$ cat src/ctrl_core_pkg.sv
// Shared widths, register map and reset constants of the control core
// All bus writes are full 32-bit words, select lines are not used
// Settings indexes are 8 bits wide and come from byte address bits 9 to 2

package ctrl_core_pkg;

   // ////////////////////
   // Bus widths
   localparam int WB_DW  = 32;
   localparam int WB_AW  = 16;
   localparam int SET_AW = 8;
   localparam int TIME_W = 64;

   typedef logic [WB_DW-1:0]  wb_data_t;
   typedef logic [WB_AW-1:0]  wb_addr_t;
   typedef logic [SET_AW-1:0] set_addr_t;
   typedef logic [TIME_W-1:0] vita_time_t;

   // ////////////////////
   // Region decode on byte address bits 15 to 8
   localparam logic [7:0] SETTINGS_REGION = 8'h70;
   localparam logic [7:0] SETTINGS_MASK   = 8'hF0;
   localparam logic [7:0] READBACK_REGION = 8'h5C;
   localparam logic [7:0] READBACK_MASK   = 8'hFC;

   // Readback words, index from address bits 5 to 2
   localparam int RB_WORDS = 16;

   // ////////////////////
   // Settings register indexes
   localparam set_addr_t SR_MISC      = 8'd0;
   localparam set_addr_t SR_LMS_RES   = SR_MISC + 8'd0;
   localparam set_addr_t SR_LED_SW    = SR_MISC + 8'd3;
   localparam set_addr_t SR_PHY_RESET = SR_MISC + 8'd4;
   localparam set_addr_t SR_BLDR_DONE = SR_MISC + 8'd5;
   localparam set_addr_t SR_LED_SRC   = SR_MISC + 8'd6;
   // High word at +0, low word at +1
   localparam set_addr_t SR_TIME64    = 8'd10;
   // Switch 1 at +0, switch 2 at +1
   localparam set_addr_t SR_DIVSW     = 8'd180;

   // Reset values
   localparam logic [7:0] LED_SRC_RESET = 8'h1E;
   localparam logic       DIVSW_RESET   = 1'b1;

   // Major in the upper half, minor in the lower half
   localparam wb_data_t COMPAT_NUM_DEFAULT = {16'd9, 16'd0};

endpackage

$ cat src/boot_reset_ctrl.sv
// Bootloader reset controller
// Issues one extra core reset when software reports boot done
// Only power-on reset brings the FSM back to the wait state

`timescale 1ns/1ps

module boot_reset_ctrl (
   input  logic clk_i,
   input  logic por_rst_i,
   input  logic bldr_done_i,
   output logic core_rst_o,
   output logic boot_done_o
);

   typedef enum logic {
      BLDR_WAIT = 1'b0,
      BLDR_DONE = 1'b1
   } bldr_state_t;

   bldr_state_t state;

   always_ff @(posedge clk_i) begin
      if (por_rst_i) begin
         state      <= BLDR_WAIT;
         core_rst_o <= 1'b1;
      end else begin
         core_rst_o <= 1'b0;
         case (state)
            BLDR_WAIT: begin
               // Bootloader flag resets the core once
               if (bldr_done_i) begin
                  state      <= BLDR_DONE;
                  core_rst_o <= 1'b1;
               end
            end
            default: begin
               // Stay here until power-on reset
               state <= BLDR_DONE;
            end
         endcase
      end
   end

   assign boot_done_o = (state == BLDR_DONE);

endmodule

$ cat src/wb_slave_decode.sv
// Wishbone classic decode for the settings and readback regions
// Unmapped addresses and writes to the read-only readback region
// get a local ack with zero data so the bus never hangs

`timescale 1ns/1ps

module wb_slave_decode (
   input  logic                   clk_i,
   input  logic                   rst_i,
   input  logic                   cyc_i,
   input  logic                   stb_i,
   input  logic                   we_i,
   input  ctrl_core_pkg::wb_addr_t adr_i,
   input  ctrl_core_pkg::wb_data_t dat_i,
   output logic                   set_cyc_o,
   output logic                   set_stb_o,
   output logic                   set_we_o,
   output ctrl_core_pkg::wb_data_t set_dat_o,
   output logic                   rb_stb_o,
   input  logic                   set_ack_i,
   input  logic                   rb_ack_i,
   input  ctrl_core_pkg::wb_data_t rb_dat_i,
   output logic                   ack_o,
   output ctrl_core_pkg::wb_data_t dat_o
);

   import ctrl_core_pkg::*;

   logic [7:0] region;
   logic       set_hit;
   logic       rb_sel;
   logic       unmapped_req;
   logic       unmapped_ack;

   assign region  = adr_i[WB_AW-1:WB_AW-8];
   assign set_hit = (region & SETTINGS_MASK) == SETTINGS_REGION;
   // Readback only takes reads
   assign rb_sel  = ((region & READBACK_MASK) == READBACK_REGION) & ~we_i;

   // ////////////////////
   // Request routing
   assign set_cyc_o = cyc_i & set_hit;
   assign set_stb_o = stb_i & set_hit;
   assign set_we_o  = we_i & set_hit;
   assign set_dat_o = set_hit ? dat_i : '0;
   assign rb_stb_o  = cyc_i & stb_i & rb_sel;

   assign unmapped_req = cyc_i & stb_i & ~set_hit & ~rb_sel;

   always_ff @(posedge clk_i) begin
      if (rst_i) begin
         unmapped_ack <= 1'b0;
      end else begin
         unmapped_ack <= unmapped_req & ~unmapped_ack;
      end
   end

   // ////////////////////
   // Response merge
   assign ack_o = set_ack_i | rb_ack_i | unmapped_ack;
   assign dat_o = rb_sel ? rb_dat_i : '0;

endmodule

$ cat src/settings_regs.sv
// Settings bus write port and board control registers
// Registers update on the edge that raises ack
// The settings strobe follows on that edge for blocks that decode it later
// Reads are acked here and the data path returns zero

`timescale 1ns/1ps

module settings_regs (
   input  logic                    clk_i,
   input  logic                    rst_i,
   input  logic                    cyc_i,
   input  logic                    stb_i,
   input  logic                    we_i,
   input  ctrl_core_pkg::wb_addr_t  adr_i,
   input  ctrl_core_pkg::wb_data_t  dat_i,
   input  logic [3:0]              run_i,
   output logic                    ack_o,
   output logic                    set_stb_o,
   output ctrl_core_pkg::set_addr_t set_addr_o,
   output ctrl_core_pkg::wb_data_t  set_data_o,
   output logic [1:0]              lms_res_o,
   output logic                    phy_reset_n_o,
   output logic                    bldr_done_o,
   output logic [1:0]              divsw_o,
   output logic [7:0]              leds_o
);

   import ctrl_core_pkg::*;

   logic       accept;
   logic       wr_en;
   set_addr_t  wr_idx;
   logic       phy_reset;
   logic [7:0] led_sw;
   logic [7:0] led_src;
   logic [7:0] led_hw;

   assign accept = cyc_i & stb_i & ~ack_o;
   assign wr_en  = accept & we_i;
   assign wr_idx = adr_i[SET_AW+1:2];

   // ////////////////////
   // Bus handshake and settings strobe
   always_ff @(posedge clk_i) begin
      if (rst_i) begin
         ack_o     <= 1'b0;
         set_stb_o <= 1'b0;
      end else begin
         ack_o     <= accept;
         set_stb_o <= wr_en;
      end
   end

   always_ff @(posedge clk_i) begin
      if (wr_en) begin
         set_addr_o <= wr_idx;
         set_data_o <= dat_i;
      end
   end

   // ////////////////////
   // Control registers
   always_ff @(posedge clk_i) begin
      if (rst_i) begin
         lms_res_o   <= 2'b00;
         led_sw      <= 8'h00;
         phy_reset   <= 1'b0;
         bldr_done_o <= 1'b0;
         led_src     <= LED_SRC_RESET;
         divsw_o     <= {DIVSW_RESET, DIVSW_RESET};
      end else if (wr_en) begin
         case (wr_idx)
            SR_LMS_RES:     lms_res_o   <= dat_i[1:0];
            SR_LED_SW:      led_sw      <= dat_i[7:0];
            SR_PHY_RESET:   phy_reset   <= dat_i[0];
            SR_BLDR_DONE:   bldr_done_o <= dat_i[0];
            SR_LED_SRC:     led_src     <= dat_i[7:0];
            SR_DIVSW:       divsw_o[0]  <= dat_i[0];
            SR_DIVSW + 8'd1: divsw_o[1] <= dat_i[0];
            default: begin
               // Index owned by another block
            end
         endcase
      end
   end

   // PHY reset pin is active low
   assign phy_reset_n_o = ~phy_reset;

   // ////////////////////
   // LED mix where a set led_src bit selects hardware
   assign led_hw = {3'b000, run_i, 1'b0};
   assign leds_o = (led_src & led_hw) | (~led_src & led_sw);

endmodule

$ cat src/readback_mux.sv
// Registered 16-word readback slave
// Data is captured when the request is sampled and shown with ack
// High and low halves of a time are separate reads and may not match

`timescale 1ns/1ps

module readback_mux #(
   parameter ctrl_core_pkg::wb_data_t COMPAT_NUM = ctrl_core_pkg::COMPAT_NUM_DEFAULT
) (
   input  logic                     clk_i,
   input  logic                     rst_i,
   input  logic                     stb_i,
   input  ctrl_core_pkg::wb_addr_t   adr_i,
   input  ctrl_core_pkg::wb_data_t   status_i,
   input  logic [1:0]               aux_ld_i,
   input  logic                     button_i,
   input  ctrl_core_pkg::vita_time_t vita_time_i,
   input  ctrl_core_pkg::vita_time_t vita_time_pps_i,
   output logic                     ack_o,
   output ctrl_core_pkg::wb_data_t   dat_o
);

   import ctrl_core_pkg::*;

   localparam int RB_IW = $clog2(RB_WORDS);

   wb_data_t         words [RB_WORDS];
   logic [RB_IW-1:0] word_idx;
   logic             accept;

   assign word_idx = adr_i[RB_IW+1:2];
   assign accept   = stb_i & ~ack_o;

   // ////////////////////
   // Word map
   always_comb begin
      for (int i = 0; i < RB_WORDS; i++) begin
         words[i] = '0;
      end
      words[8]  = status_i;
      words[10] = vita_time_i[63:32];
      words[11] = vita_time_i[31:0];
      words[12] = COMPAT_NUM;
      // ld2, ld1, button in bits 18 to 16
      words[13] = {13'b0, aux_ld_i[1], aux_ld_i[0], button_i, 16'b0};
      words[14] = vita_time_pps_i[63:32];
      words[15] = vita_time_pps_i[31:0];
   end

   always_ff @(posedge clk_i) begin
      if (rst_i) begin
         ack_o <= 1'b0;
      end else begin
         ack_o <= accept;
      end
   end

   always_ff @(posedge clk_i) begin
      if (accept) begin
         dat_o <= words[word_idx];
      end
   end

endmodule

$ cat src/vita_timer.sv
// Loadable 64-bit time counter on the bus clock
// Load order is high word at TIME_BASE, then low word at TIME_BASE+1
// The low write loads both halves, a lone high write changes nothing yet
// PPS is asynchronous, the latch lands 3 edges after pps_i is sampled high

`timescale 1ns/1ps

module vita_timer #(
   parameter ctrl_core_pkg::set_addr_t TIME_BASE = ctrl_core_pkg::SR_TIME64
) (
   input  logic                     clk_i,
   input  logic                     rst_i,
   input  logic                     set_stb_i,
   input  ctrl_core_pkg::set_addr_t  set_addr_i,
   input  ctrl_core_pkg::wb_data_t   set_data_i,
   input  logic                     pps_i,
   output ctrl_core_pkg::vita_time_t vita_time_o,
   output ctrl_core_pkg::vita_time_t vita_time_pps_o
);

   import ctrl_core_pkg::*;

   wb_data_t time_hi_pend;
   logic     load_hi;
   logic     load_lo;
   logic     pps_meta;
   logic     pps_sync;
   logic     pps_dly;
   logic     pps_pulse;

   assign load_hi = set_stb_i && (set_addr_i == TIME_BASE);
   assign load_lo = set_stb_i && (set_addr_i == TIME_BASE + 8'd1);

   // ////////////////////
   // Counter and load
   always_ff @(posedge clk_i) begin
      if (load_hi) begin
         time_hi_pend <= set_data_i;
      end
   end

   always_ff @(posedge clk_i) begin
      if (rst_i) begin
         vita_time_o <= '0;
      end else if (load_lo) begin
         vita_time_o <= {time_hi_pend, set_data_i};
      end else begin
         vita_time_o <= vita_time_o + 1'b1;
      end
   end

   // ////////////////////
   // PPS synchronizer, rising edge and latch
   always_ff @(posedge clk_i) begin
      if (rst_i) begin
         pps_meta  <= 1'b0;
         pps_sync  <= 1'b0;
         pps_dly   <= 1'b0;
         pps_pulse <= 1'b0;
      end else begin
         pps_meta  <= pps_i;
         pps_sync  <= pps_meta;
         pps_dly   <= pps_sync;
         pps_pulse <= pps_sync & ~pps_dly;
      end
   end

   always_ff @(posedge clk_i) begin
      if (rst_i) begin
         vita_time_pps_o <= '0;
      end else if (pps_pulse) begin
         vita_time_pps_o <= vita_time_o;
      end
   end

endmodule

$ cat src/ctrl_core.sv
// Control-plane slice of the radio core, one Wishbone classic slave
// Everything runs on wb_clk, pps_i and status inputs are taken as is
// Settings at 0x7000, readback at 0x5C00, other addresses ack with zero

`timescale 1ns/1ps

module ctrl_core #(
   parameter ctrl_core_pkg::wb_data_t  COMPAT_NUM = ctrl_core_pkg::COMPAT_NUM_DEFAULT,
   parameter ctrl_core_pkg::set_addr_t TIME_BASE  = ctrl_core_pkg::SR_TIME64
) (
   input  logic                    wb_clk,
   input  logic                    por_rst,
   input  logic                    wb_cyc_i,
   input  logic                    wb_stb_i,
   input  logic                    wb_we_i,
   input  ctrl_core_pkg::wb_addr_t  wb_adr_i,
   input  ctrl_core_pkg::wb_data_t  wb_dat_i,
   output logic                    wb_ack_o,
   output ctrl_core_pkg::wb_data_t  wb_dat_o,
   input  logic [3:0]              run_i,
   input  ctrl_core_pkg::wb_data_t  status_i,
   input  logic [1:0]              aux_ld_i,
   input  logic                    button_i,
   input  logic                    pps_i,
   output logic [7:0]              leds_o,
   output logic [1:0]              lms_res_o,
   output logic                    phy_reset_n_o,
   output logic [1:0]              divsw_o,
   output logic                    boot_done_o
);

   import ctrl_core_pkg::*;

   logic       core_rst;
   logic       bldr_done;

   // Bus side toward the two slaves
   logic       sr_cyc;
   logic       sr_stb;
   logic       sr_we;
   wb_data_t   sr_dat;
   logic       sr_ack;
   logic       rb_stb;
   logic       rb_ack;
   wb_data_t   rb_dat;

   // Settings bus
   logic       set_stb;
   set_addr_t  set_addr;
   wb_data_t   set_data;

   vita_time_t vita_time;
   vita_time_t vita_time_pps;

   // ////////////////////
   // Reset
   boot_reset_ctrl boot_reset_ctrl_inst (
      .clk_i       (wb_clk),
      .por_rst_i   (por_rst),
      .bldr_done_i (bldr_done),
      .core_rst_o  (core_rst),
      .boot_done_o (boot_done_o)
   );

   // ////////////////////
   // Bus decode and slaves
   wb_slave_decode wb_slave_decode_inst (
      .clk_i     (wb_clk),
      .rst_i     (core_rst),
      .cyc_i     (wb_cyc_i),
      .stb_i     (wb_stb_i),
      .we_i      (wb_we_i),
      .adr_i     (wb_adr_i),
      .dat_i     (wb_dat_i),
      .set_cyc_o (sr_cyc),
      .set_stb_o (sr_stb),
      .set_we_o  (sr_we),
      .set_dat_o (sr_dat),
      .rb_stb_o  (rb_stb),
      .set_ack_i (sr_ack),
      .rb_ack_i  (rb_ack),
      .rb_dat_i  (rb_dat),
      .ack_o     (wb_ack_o),
      .dat_o     (wb_dat_o)
   );

   settings_regs settings_regs_inst (
      .clk_i         (wb_clk),
      .rst_i         (core_rst),
      .cyc_i         (sr_cyc),
      .stb_i         (sr_stb),
      .we_i          (sr_we),
      .adr_i         (wb_adr_i),
      .dat_i         (sr_dat),
      .run_i         (run_i),
      .ack_o         (sr_ack),
      .set_stb_o     (set_stb),
      .set_addr_o    (set_addr),
      .set_data_o    (set_data),
      .lms_res_o     (lms_res_o),
      .phy_reset_n_o (phy_reset_n_o),
      .bldr_done_o   (bldr_done),
      .divsw_o       (divsw_o),
      .leds_o        (leds_o)
   );

   readback_mux #(
      .COMPAT_NUM (COMPAT_NUM)
   ) readback_mux_inst (
      .clk_i           (wb_clk),
      .rst_i           (core_rst),
      .stb_i           (rb_stb),
      .adr_i           (wb_adr_i),
      .status_i        (status_i),
      .aux_ld_i        (aux_ld_i),
      .button_i        (button_i),
      .vita_time_i     (vita_time),
      .vita_time_pps_i (vita_time_pps),
      .ack_o           (rb_ack),
      .dat_o           (rb_dat)
   );

   // ////////////////////
   // Time
   vita_timer #(
      .TIME_BASE (TIME_BASE)
   ) vita_timer_inst (
      .clk_i           (wb_clk),
      .rst_i           (core_rst),
      .set_stb_i       (set_stb),
      .set_addr_i      (set_addr),
      .set_data_i      (set_data),
      .pps_i           (pps_i),
      .vita_time_o     (vita_time),
      .vita_time_pps_o (vita_time_pps)
   );

endmodule

$ cat config.mk
export PLATFORM = sky130hd
export DESIGN_NAME = ctrl_core
export DESIGN_NICKNAME = d
export VERILOG_FILES = /design/src/ctrl_core_pkg.sv /design/src/boot_reset_ctrl.sv /design/src/wb_slave_decode.sv /design/src/settings_regs.sv /design/src/readback_mux.sv /design/src/vita_timer.sv /design/src/ctrl_core.sv
export SDC_FILE = /design/constraint.sdc
export NUM_CORES = 1
export LEC_CHECK = 0
export BUFFER_PORTS_ARGS = -buffer_cell sky130_fd_sc_hd__buf_2
export CORE_ASPECT_RATIO = 0.5
export CORE_MARGIN = 2
export CORE_UTILIZATION = 35
export DETAILED_ROUTE_END_ITERATION = 12
export PLACE_DENSITY = 0.53
export SETUP_SLACK_MARGIN = 0.15
export SYNTH_ARGS = -nofsm -noshare
export SYNTH_HDL_FRONTEND = slang
export SYNTH_SLANG_ARGS = --single-unit
$ cat constraint.sdc
create_clock -name wb_clk -period 4.7 [get_ports wb_clk]
set_input_delay 0.705 -clock wb_clk [delete_from_list [all_inputs] [get_ports wb_clk]]
set_output_delay 0.705 -clock wb_clk [all_outputs]
set_load 0.05 [all_outputs]
==> out/results.txt <==
Post-cts resize count - 0
Cell taking the most area after synthesis - dfxtp_1
Worst R2R Start - vita_timer_inst.vita_time_o[12]
Layout Cells excl Fill - 1,715
FILL cells - 3,199
Root buf cell - clkbuf_16
Synth Cell Area - 0.0120 mm^2
Max Root-Sink Buffers - 3
Worst r2r path cells - 6
TritonCTS buffer count - 26
Layout cells sized above 1 - 18.3%
Fin. max-slew vios - 0
Area of the multi-input gates - 0.00526 mm^2
Antenna violations before repair - 0
DRC errors left - 0
Initial DRC Count - 778
Tcrit/Tclk final - 59.5%
RR Endpoint - vita_timer_inst.vita_time_o[58]
Synth Area in Compound Gates - 11.2%
Hold path cells - 2
Synth Area in XOR/XNOR - 2.56%
Netlist cell types - 47
Final WL - 33,500 um
Initial DRT Pass Iterations - 4
Worst EP required - 3.99 ns
P_int - 3.62 mW
EDFF count, synth - 104
Via count - 9,102
Setup crit end kind - output pin
Final clock skew - 0.0161 ns
Die Wd - 265 um
Adder-cell share of the synthesized area - 0.105%
Status - complete, no violations
Multiplexer share of the synthesized area - 11.7%
CTS sink cnt - 264
Syn nets - 1,249
Sum Neg Setup Slack - 0 ns
ANT nets after route - 0
TritonCTS clock tree - yes
Sequential power share - 51.3%
Largest family of logic cells by synthesized area - simple AND/OR/NAND/NOR gates
Top post-synthesis cells by area - dfxtp_1 27%, edfxtp_1 26%, mux2i_1 9.1%, nor2_1 6.0%, and2_1 3.2%
Final Worst Setup Slack - 1.91 ns
Global-route wire length before repair - 51,300 um
IO Port Bufs - 137
Worst-margin pin slew - 1.25 ns
Final hold violations - 0
Max-slew headroom - 16.5%
Worst Hold End - boot_reset_ctrl_inst.boot_done_o
Routed vias/inst - 5.31
Post-DP HPWL - 23,400 um
Most common cell in the synthesized netlist - nor2_1
Gr usage total - 18.5%
Area share of and/or/nand/nor cells after synthesis - 18.1%
Core area - 0.0333 mm^2
Power, Total - 4.65 mW
Cells after Synth - 1,155
CP arrival - 2.09 ns
Vias in the first global route - 8,570
Register area share after synthesis - 52.9%
Area Growth Syn to Fin - 16.1%
Yosys top cell area share - 26.8%
VDD IR max - 0.258 mV
Max Cap Viol - 0
Initial core utilization - 35.9%
Clock power share - 44.5%
GR Overflow Total - 0
Clock-pin slew on the worst setup and hold paths - 0.07 ns
Register area - 0.00633 mm^2
Worst Setup Slack post-DPL - 1.74 ns
Routed len/inst - 19.5 um
Gp weighted congestion - 0.769
Fmax - 0.358 GHz
Leakage - 4.99 nW
Hold WC Path Type - primary input to register
WHS - 0.332 ns
# rows - 47
Final setup violation count - 0
Die height - 135 um
# Post-CTS Setup Buffers - 0
Crit path launch type - primary input
Setup Crit Path Kind - primary input to output pin
Net Switching - 1.03 mW
CP max FO - 34
Largest net degree at the start of global routing - 92
Post-CTS Hold Fix Bufs - 0
Power per cell area - 335 mW/mm^2
Register bit count reported by yosys - 264
HP Start - por_rst
Final net count - 1,347
Die Area - 0.0358 mm^2
H-tree depth - 1
Avg Inst Size Synth - 10.4 um^2
Clock Latency Late Sink - 0.54 ns
Final Critical Period - 2.79 ns
# placed instances - 1,666
Synth warn - 0
Top Ports - 140
Combinational Power Share - 4.2%
Synth cell count leaders - 191 x nor2_1, 160 x dfxtp_1, 109 x mux2i_1
Dominant synthesized flop cell - dfxtp_1
R2R setup slack - 1.94 ns
Ys async rst share - 0%
Sw Share - 22.2%
RSZ-0062 raised after global routing - false
==> power groups by stage <==
stage	Combinational (mW)	Clock, mW	Sequential [mW]
6_report	0.197	2.07	2.38
3_3_place_gp	0.195	0	2.43
5_1_grt	0.213	2.21	2.38
4_1_cts	0.197	2.12	2.38
3_5_place_dp	0.196	0	2.43
2_1_floorplan	0.118	0	2.42
==> logic make-up after synthesis <==
kind of cell,count (synthesis)
compound gates,176
xor+xnor,35
fa+ha+maj,1
flops,264
simple gates,436
mux,136
buf+inv,107
==> worst max-delay path by stage <==
| stage | startpoint | to | slack, ns | depth (start not counted) |
|---|---|---|---|---|
| 5_1_grt | vita_timer_inst.vita_time_o[14] | vita_timer_inst.vita_time_o[55] | 1.74 | 6 |
| 4_1_cts | wb_adr_i[15] | wb_dat_o[30] | 1.86 | 6 |
| 6_report | wb_adr_i[15] | wb_dat_o[30] | 1.91 | 6 |
| 2_1_floorplan | wb_adr_i[15] | readback_mux_inst.dat_o[0] | 0.34 | 3 |
| 3_5_place_dp | wb_adr_i[15] | settings_regs_inst.led_src[3] | 1.74 | 5 |
| 3_3_place_gp | wb_adr_i[15] | settings_regs_inst.led_src[4] | 1.78 | 5 |
==> metal layers <==
metal	routed length [um]	share of wire, %	global-route usage (%)	vias up
met5	0	0	0	-
met4	457	1.4	3.30	0
met3	2470	7.4	4.52	38
met2	12700	38	24.2	249
met1	17900	53	30.2	4400
li1	-	-	-	4415
==> state kept, by name, indices dropped and copies added, names as in the netlist, 2 cells and up <==
name and flops:
settings_regs_inst.set_addr_o 8, settings_regs_inst.lms_res_o 2, readback_mux_inst.dat_o 32, vita_timer_inst.vita_time_o 64
settings_regs_inst.divsw_o 2, settings_regs_inst.set_data_o 32, settings_regs_inst.led_sw 8, settings_regs_inst.led_src 8
vita_timer_inst.vita_time_pps_o 64, vita_timer_inst.time_hi_pend 32
==> critical path, cell delays in order <==
cell,delay (ns)
buf_2,0.10
nand3b_1,0.21
nor4_2,0.24
buf_4,0.34
and2_1,0.20
buf_2,0.27
==> metrics by stage <==
step | util, % | cell area (um^2)
finish | 41.6 | 13900
floorplan | - | 12000
global placement | 39.1 | 13000
global route | 41.6 | 13900
detailed placement | 39.1 | 13000
CTS | 41.6 | 13900
==> placed cells by master (no fill, tap or decap), types with 4 or more instances in the layout <==
cell type,count
nor2_1,187
dfxtp_1,158
buf_2,136
mux2i_1,109
edfxtp_1,104
and2_1,62
nand2_1,45
a211oi_1,40
nand4_1,35
a22oi_1,29
o22a_1,28
mux2_2,27
clkbuf_16,27
a311oi_1,26
xor2_1,26
inv_1,23
o21ai_0,21
nand3_1,19
buf_4,18
or4_1,16
o31ai_1,16
or3_1,13
nor2b_1,10
and3_1,10
nor3_1,10
xnor2_1,9
clkinv_2,8
clkbuf_1,7
nor4_1,6
a211o_1,6
a221oi_1,4
==> cell type report <==
class                   count  area share [%]
diodes                      1          0.0180
flip-flops and latches    264            45.6
well taps                 441            3.98
repair buffers            154            5.88
multi-input cells         784            37.9
inverters                  23           0.622
clock buffers              35            5.16
clock inverters            13           0.829
Power figures use the tool's default switching activity.
